--- config.mk ---
export PLATFORM = sky130hd
export DESIGN_NAME = pool_engine
export DESIGN_NICKNAME = d
export VERILOG_FILES = /design/src/pool_pkg.sv /design/src/atom_deserializer.sv /design/src/pool_lane.sv /design/src/result_serializer.sv /design/src/pool_engine.sv
export SDC_FILE = /design/constraint.sdc
export NUM_CORES = 1
export LEC_CHECK = 0
export BUFFER_PORTS_ARGS = -buffer_cell sky130_fd_sc_hd__buf_2
export CORE_ASPECT_RATIO = 1.2
export CORE_MARGIN = 3
export CORE_UTILIZATION = 45
export CTS_CLUSTER_SIZE = 10
export DETAILED_ROUTE_END_ITERATION = 16
export PLACE_DENSITY = 0.63
export SYNTH_ARGS = -nofsm -noshare
export SYNTH_HDL_FRONTEND = slang
export SYNTH_SLANG_ARGS = --single-unit
--- constraint.sdc ---
create_clock -name clk -period 4.1 [get_ports clk]
set_input_delay 0.82 -clock clk [delete_from_list [all_inputs] [get_ports clk]]
set_output_delay 0.82 -clock clk [all_outputs]
set_load 0.005 [all_outputs]
--- src/pool_pkg.sv ---
// Shared widths and types for the channel-parallel pooling engine
package pool_pkg;

	// Feature word width, signed two's complement
	localparam int DATA_W = 16;

	// Largest window is 2**MAX_WIN_LOG2 atoms
	localparam int MAX_WIN_LOG2 = 4;

	// Lane accumulator width
	// Extra bits hold a full 16-atom sum without overflow
	localparam int ACC_W = DATA_W + MAX_WIN_LOG2;

	// Reduction applied by every lane to a window
	typedef enum logic {
		OP_MAX = 1'b0,  // Signed maximum
		OP_AVG = 1'b1   // Sum, then arithmetic shift by win_log2
	} pool_op_e;

	// Per-window configuration, sampled with the first word of a window
	typedef struct packed {
		pool_op_e   op;
		logic [2:0] win_log2;  // 0 to MAX_WIN_LOG2
	} pool_cfg_t;

	// Sideband that travels with each atom to the lanes
	typedef struct packed {
		logic       first;     // Atom opens its window, lane reloads
		logic       last;      // Atom closes its window, lane registers a result
		pool_op_e   op;
		logic [2:0] win_log2;
	} atom_ctl_t;

endpackage

--- src/atom_deserializer.sv ---
`timescale 1ns/1ps

// Packs LANES input words into one atom and tags window position
module atom_deserializer #(
	parameter int LANES = 4
) (
	input  logic                                   clk,
	input  logic                                   rst,
	input  logic [pool_pkg::DATA_W-1:0]            i_in_data,
	input  logic                                   i_in_valid,
	input  pool_pkg::pool_cfg_t                    i_cfg,
	input  logic [LANES-1:0]                       i_lane_ready,
	output logic                                   o_in_ready,
	output logic [LANES-1:0][pool_pkg::DATA_W-1:0] o_atom_data,
	output pool_pkg::atom_ctl_t                    o_atom_ctl,
	output logic                                   o_atom_valid
);
	import pool_pkg::*;

	localparam int CNT_W = $clog2(LANES);

	logic [LANES-1:0][DATA_W-1:0] atom_q;  // Shift buffer, word 0 lands at index 0
	logic [CNT_W-1:0]             word_cnt;  // Words taken into the current atom
	logic [MAX_WIN_LOG2-1:0]      atom_cnt;  // Atoms finished in the current window
	logic [MAX_WIN_LOG2:0]        win_atoms;  // Atoms per window from latched cfg
	pool_cfg_t                    cfg_q;
	atom_ctl_t                    ctl_q;
	logic                         atom_valid_q;
	logic                         atom_take;
	logic                         word_acc;
	logic                         atom_done;
	logic                         win_start;
	logic                         last_atom;

	assign atom_take = atom_valid_q & (&i_lane_ready);  // All lanes in lockstep
	assign o_in_ready = ~atom_valid_q | atom_take;  // Stall only while an atom waits
	assign word_acc = i_in_valid & o_in_ready;
	assign atom_done = word_acc & (word_cnt == CNT_W'(LANES - 1));
	assign win_start = (word_cnt == '0) && (atom_cnt == '0);  // First word of a window

	assign win_atoms = (MAX_WIN_LOG2 + 1)'(1) << cfg_q.win_log2;
	assign last_atom = ({1'b0, atom_cnt} == win_atoms - 1'b1);

	// Counters and the valid flag
	always_ff @(posedge clk or posedge rst) begin
		if (rst) begin
			word_cnt     <= '0;
			atom_cnt     <= '0;
			atom_valid_q <= 1'b0;
		end else begin
			if (atom_take)
				atom_valid_q <= 1'b0;
			if (word_acc) begin
				if (atom_done) begin
					word_cnt     <= '0;
					atom_valid_q <= 1'b1;  // Rises the cycle after the LANES-th word
					atom_cnt     <= last_atom ? '0 : atom_cnt + 1'b1;
				end else begin
					word_cnt <= word_cnt + 1'b1;
				end
			end
		end
	end

	// Atom words, window config and sideband
	always_ff @(posedge clk) begin
		if (word_acc) begin
			atom_q <= {i_in_data, atom_q[LANES-1:1]};
			if (win_start)
				cfg_q <= i_cfg;  // Mid-window cfg changes are ignored
			if (atom_done) begin
				ctl_q.first    <= (atom_cnt == '0);
				ctl_q.last     <= last_atom;
				ctl_q.op       <= cfg_q.op;
				ctl_q.win_log2 <= cfg_q.win_log2;
			end
		end
	end

	// Buffer stays frozen while the atom is held
	assign o_atom_data  = atom_q;
	assign o_atom_ctl   = ctl_q;
	assign o_atom_valid = atom_valid_q;

endmodule

--- src/pool_lane.sv ---
`timescale 1ns/1ps

// One channel lane, reduces a window by signed max or floored average
module pool_lane (
	input  logic                        clk,
	input  logic                        rst,
	input  logic [pool_pkg::DATA_W-1:0] i_atom_word,
	input  pool_pkg::atom_ctl_t         i_atom_ctl,
	input  logic                        i_atom_valid,
	input  logic                        i_take,
	output logic                        o_ready,
	output logic [pool_pkg::DATA_W-1:0] o_res_data,
	output logic                        o_res_valid
);
	import pool_pkg::*;

	logic signed [ACC_W-1:0] acc_q;  // Running max or running sum
	logic signed [ACC_W-1:0] acc_nxt;
	logic signed [ACC_W-1:0] word_ext;
	logic signed [ACC_W-1:0] avg_val;
	logic [DATA_W-1:0]       res_q;
	logic                    res_valid_q;
	logic                    atom_acc;

	assign word_ext = {{MAX_WIN_LOG2{i_atom_word[DATA_W-1]}}, i_atom_word};  // Sign extend
	assign atom_acc = i_atom_valid & o_ready;

	// Next accumulator value
	always_comb begin
		if (i_atom_ctl.first)
			acc_nxt = word_ext;  // Window opens, reload
		else if (i_atom_ctl.op == OP_MAX)
			acc_nxt = (word_ext > acc_q) ? word_ext : acc_q;
		else
			acc_nxt = acc_q + word_ext;
	end

	assign avg_val = acc_nxt >>> i_atom_ctl.win_log2;  // Arithmetic shift floors toward -inf

	always_ff @(posedge clk) begin
		if (atom_acc) begin
			acc_q <= acc_nxt;
			if (i_atom_ctl.last) begin
				// Max always fits DATA_W, average fits after the shift
				res_q <= (i_atom_ctl.op == OP_MAX) ? acc_nxt[DATA_W-1:0] : avg_val[DATA_W-1:0];
			end
		end
	end

	// Result handshake, accept and take never coincide
	always_ff @(posedge clk or posedge rst) begin
		if (rst)
			res_valid_q <= 1'b0;
		else if (atom_acc && i_atom_ctl.last)
			res_valid_q <= 1'b1;
		else if (i_take)
			res_valid_q <= 1'b0;
	end

	assign o_ready     = ~res_valid_q;  // Lane blocks while its result waits
	assign o_res_data  = res_q;
	assign o_res_valid = res_valid_q;

endmodule

--- src/result_serializer.sv ---
`timescale 1ns/1ps

// Collects one result per lane and emits them as a word stream, lane 0 first
module result_serializer #(
	parameter int LANES = 4
) (
	input  logic                                   clk,
	input  logic                                   rst,
	input  logic [LANES-1:0][pool_pkg::DATA_W-1:0] i_res_data,
	input  logic [LANES-1:0]                       i_res_valid,
	input  logic                                   i_out_ready,
	output logic                                   o_take,
	output logic [pool_pkg::DATA_W-1:0]            o_out_data,
	output logic                                   o_out_valid
);
	import pool_pkg::*;

	localparam int CNT_W = $clog2(LANES);

	logic [LANES-1:0][DATA_W-1:0] hold_q;  // Holding register, head word at index 0
	logic [CNT_W-1:0]             word_cnt;  // Words already sent from hold_q
	logic                         full_q;
	logic                         out_xfer;
	logic                         last_word;

	// Take only into an empty holding register
	assign o_take    = (&i_res_valid) & ~full_q;
	assign out_xfer  = full_q & i_out_ready;
	assign last_word = (word_cnt == CNT_W'(LANES - 1));

	// Control state
	always_ff @(posedge clk or posedge rst) begin
		if (rst) begin
			full_q   <= 1'b0;
			word_cnt <= '0;
		end else if (o_take) begin
			full_q   <= 1'b1;  // Valid the cycle after the take
			word_cnt <= '0;
		end else if (out_xfer) begin
			if (last_word) begin
				full_q   <= 1'b0;  // Empty after the LANES-th word
				word_cnt <= '0;
			end else begin
				word_cnt <= word_cnt + 1'b1;
			end
		end
	end

	// Payload, shift down one lane per accepted word
	always_ff @(posedge clk) begin
		if (o_take)
			hold_q <= i_res_data;
		else if (out_xfer)
			hold_q <= hold_q >> DATA_W;
	end

	// Head word holds steady while i_out_ready is low
	assign o_out_data  = hold_q[0];
	assign o_out_valid = full_q;

endmodule

--- src/pool_engine.sv ---
`timescale 1ns/1ps

// Top level, deserializer then LANES pooling lanes then serializer
module pool_engine #(
	parameter int LANES = 4
) (
	input  logic                        clk,
	input  logic                        rst,
	input  logic [pool_pkg::DATA_W-1:0] i_in_data,
	input  logic                        i_in_valid,
	input  pool_pkg::pool_cfg_t         i_cfg,
	input  logic                        i_out_ready,
	output logic                        o_in_ready,
	output logic [pool_pkg::DATA_W-1:0] o_out_data,
	output logic                        o_out_valid
);
	import pool_pkg::*;

	// Deserializer to lanes
	logic [LANES-1:0][DATA_W-1:0] atom_data;
	atom_ctl_t                    atom_ctl;  // Shared by all lanes
	logic                         atom_valid;
	logic [LANES-1:0]             lane_ready;

	// Lanes to serializer
	logic [LANES-1:0][DATA_W-1:0] res_data;
	logic [LANES-1:0]             res_valid;
	logic                         res_take;  // One pulse clears every lane

	atom_deserializer #(
		.LANES(LANES)
	) u_deser (
		.clk         (clk),
		.rst         (rst),
		.i_in_data   (i_in_data),
		.i_in_valid  (i_in_valid),
		.i_cfg       (i_cfg),
		.i_lane_ready(lane_ready),
		.o_in_ready  (o_in_ready),
		.o_atom_data (atom_data),
		.o_atom_ctl  (atom_ctl),
		.o_atom_valid(atom_valid)
	);

	// One lane per channel, all in lockstep
	for (genvar g = 0; g < LANES; g++) begin : g_lane
		pool_lane u_lane (
			.clk         (clk),
			.rst         (rst),
			.i_atom_word (atom_data[g]),
			.i_atom_ctl  (atom_ctl),
			.i_atom_valid(atom_valid),
			.i_take      (res_take),
			.o_ready     (lane_ready[g]),
			.o_res_data  (res_data[g]),
			.o_res_valid (res_valid[g])
		);
	end

	result_serializer #(
		.LANES(LANES)
	) u_ser (
		.clk        (clk),
		.rst        (rst),
		.i_res_data (res_data),
		.i_res_valid(res_valid),
		.i_out_ready(i_out_ready),
		.o_take     (res_take),
		.o_out_data (o_out_data),
		.o_out_valid(o_out_valid)
	);

endmodule

==> results.toml <==
[synth]
synth_top_area_cell = "edfxtp_1"
synth_area_leaders = "edfxtp_1 39%, ha_1 9.2%, nand2_1 4.8%"
syn-num-nets = 2500
async_reset_ff_share_pct = 4.73
synthCells = 2311
synth_edf_count = 282
ys_ff_latch = 296
synth_common_cells = "283 x nand2_1, 282 x edfxtp_1, 195 x inv_1"
ys_types = 97
netlist_area_sq_mm = 0.0220
ys.flop_type = "edfxtp_1"
synth_warnings = 0
yosysMostFrequentCell = "nand2_1"
ys_seq_area_share_pct = 40.2
avgSynthCellArea_sq_um = 9.50
synth_top_area_share_pct = 38.6

[worst_setup_path]
r2r_slack_ns = 0.07
cp_max_fo = 8
critPathKind = "reg -> reg"
cp.arrival_ns = 4.30
end_kind = "flop"
required_ns = 4.37
r2r_cells = 15
crit_path_start_kind = "flop"

[sta]
drv_slew = 0
relSlewSlack_pct = 17.7
tns_ns = 0
fin_crit_ns = 4.03
timing.final.hold_violations = 0
tightest_slew_ns = 1.23
skew_ns = 0.0193
setup_viol = 0
clock.fmax_ghz = 0.248
timing.final.crit_share_pct = 98.4

[route]
ant_nets = 0
first_iter_violations = 1973
viasPerCell = 6.13
wl_per_cell_microns = 23.4
drcViolationCount = 0
drt-total-wl_mm = 75.7
firstDrtPassIters = 6
vias = 19800

[global_routing]
antenna_found_initial = 0
grt_pass1_vias = 19500
grt-ovfl-total = 0
grtUsageTotal_pct = 28.2
grt_pass1_wl_mm = 114
grt_max_degree = 67

[cts]
htree_levels = 2
clock-sinks = 296
cts_buffer_depth = 3
cts_tree = "done"
cts-root-buf = "clkbuf_16"
cts_buffers = 36
clk_pin_slew_worst_paths_ns = 0.06
clk_latency_ns = 0.54

[cells_and_area]
ff_latch_area_sq_mm = 0.00882
fillCellCount = 4301
fin_area_sq_mm = 0.0263
syn_to_final_growth_pct = 19.9
drive_gt1_share_pct = 21.7
diodes = 0
multiInputGateArea_sq_mm = 0.0122
nNetsFinal = 2777
stdcell_count = 3231

[floorplanning]
core_area_sq_mm = 0.0481
core.rowCount = 88
num_io_pins = 42
fp.dieH_microns = 248
die_area_sq_mm = 0.0515
start_util_pct = 45.6
die_x_microns = 208

[outcome]
outcome = "complete, no violations"

[power_and_ir_drop]
power_density_mw_per_mm2 = 665
ir_drop_mv = 0.335
leakage_uw = 0.0111

[hold_path]
min_path_type = "in -> async"

[run]
cap_violations = 0

[placed_design]
placed_cells = 3168
io_buffers = 41
place_congestion = 0.993
place_area_sq_mm = 0.0249
dp_hpwl_mm = 56.8
==> repair_timing <==
action,4_1_cts,5_1_grt
setup buffers,3,10
setup endpoints to repair,41,57
hold buffers,0,0
endpoints found under the hold margin,0,0
resized for setup,16,61
pin swaps,3,22
==> per-stage QoR <==
step | setup WS (ns) | hold WS [ns] | power, uW | util [%]
after floorplan | 0.00981 | 0.400 | 10600 | -
final | 0.0666 | 0.348 | 17500 | 54.7
after detailed placement | -0.402 | 0.448 | 14200 | 51.7
after global placement | -0.245 | 0.445 | 14100 | 51.7
after CTS | 0.00269 | 0.346 | 17200 | 53.9
after global routing | -0.0112 | 0.388 | 18500 | 54.7
==> report_power, final <==
part / switching (uW) / total [uW] / internal (uW)
clock network: 1250 / 2840 / 1590
registers: 495 / 5110 / 4610
logic: 5520 / 9560 / 4040
total: 7260 / 17500 / 10300
==> critical path: stages (launching register included) <==
cell and delay [ns]:
edfxtp_1 0.38, buf_6 0.15, ha_1 0.29, nand4_1 0.18, nor4_2 0.38, a21bo_2 0.29, buf_4 0.15, a31oi_2 0.21
nor3_4 0.12, buf_12 0.16, buf_4 0.12, o311a_1 0.37, buf_4 0.18, mux4_2 0.49, a22oi_1 0.20, nand2_1 0.09
==> per-layer routing <==
metal  up-vias  global-route usage [%]  wire, microns
met2       908                    49.7          36900
met1      9510                    33.2          28800
met5         -                       0              0
met3       268                    2.83           4470
met4         0                    18.2           5540
li1       9111                       -              -
==> cell type report <==
class | instances | share of cell area (%)
Multi-Input combinational cell | 1677 | 46.2
Sequential cell | 296 | 33.5
Tap cell | 630 | 2.99
Clock inverter | 7 | 0.171
Clock buffer | 44 | 3.54
Inverter | 198 | 2.83
Timing Repair Buffer | 379 | 10.8
==> kinds of logic (layout without fill, tap and decap cells) <==
family                     count (synthesis)  count (layout)  share of synthesized area (%)
adders and majority gates                165             165                           9.54
xor gates and xnor gates                  41              41                           1.64
DFF                                      296             296                           40.2
and+or+nand+nor                          749             749                           16.1
buffers and inverters                    338             628                           6.20
AOI/OAI and AO/OA                        606             606                           19.9
muxes                                    116             116                           6.49
==> registers in the layout, summed over array words and instances, names as in the netlist, 4 cells and up <==
name,count
u_deser.cfg_q,4
g_lane.u_lane.o_res_data,64
u_deser.o_atom_data,64
u_ser.hold_q,48
g_lane.u_lane.acc_q,80
u_deser.o_atom_ctl,6
g_lane.u_lane.o_res_valid,4
u_deser.atom_cnt,4
u_ser.o_out_data,16
==> layout by cell type (no fill, tap or decap), drive strengths merged, types with 11 or more instances in the layout <==
| cell | count |
|---|---|
| o221ai | 30 |
| nor2b | 30 |
| xnor2 | 26 |
| dfrtp | 14 |
| a2111oi | 12 |
| o31ai | 15 |
| o21a | 15 |
| buf | 379 |
| nand2b | 27 |
| nand4 | 36 |
| a221o | 14 |
| a221oi | 16 |
| a211o | 19 |
| and2 | 33 |
| o21ai | 82 |
| o211ai | 24 |
| o21bai | 13 |
| a31oi | 18 |
| mux2i | 70 |
| a22oi | 17 |
| nor3 | 60 |
| a211oi | 41 |
| xor2 | 15 |
| or3 | 19 |
| nand3 | 25 |
| nor4 | 19 |
| a21o | 26 |
| inv | 197 |
| ha | 161 |
| nor2 | 169 |
| clkbuf | 44 |
| a21oi | 127 |
| nand2 | 283 |
| mux2 | 28 |
| mux4 | 18 |
| o311ai | 12 |
| o22ai | 29 |
| edfxtp | 282 |
| a2bb2oi | 11 |
==> worst paths after layout <==
kind / startpoint / to
setup / recovery: u_deser.o_atom_data[31] / g_lane[1].u_lane.o_res_data[1]
hold / removal: rst / u_deser.word_cnt[1]
setup reg to reg: u_deser.o_atom_data[31] / g_lane[1].u_lane.o_res_data[1]
hold reg to reg: u_deser.cfg_q[3] / u_deser.o_atom_ctl[3]
max in group asynchronous: rst / u_ser.word_cnt[0]
min in group clk: i_in_data[14] / u_deser.o_atom_data[62]
(Power assumes the default switching activity.)
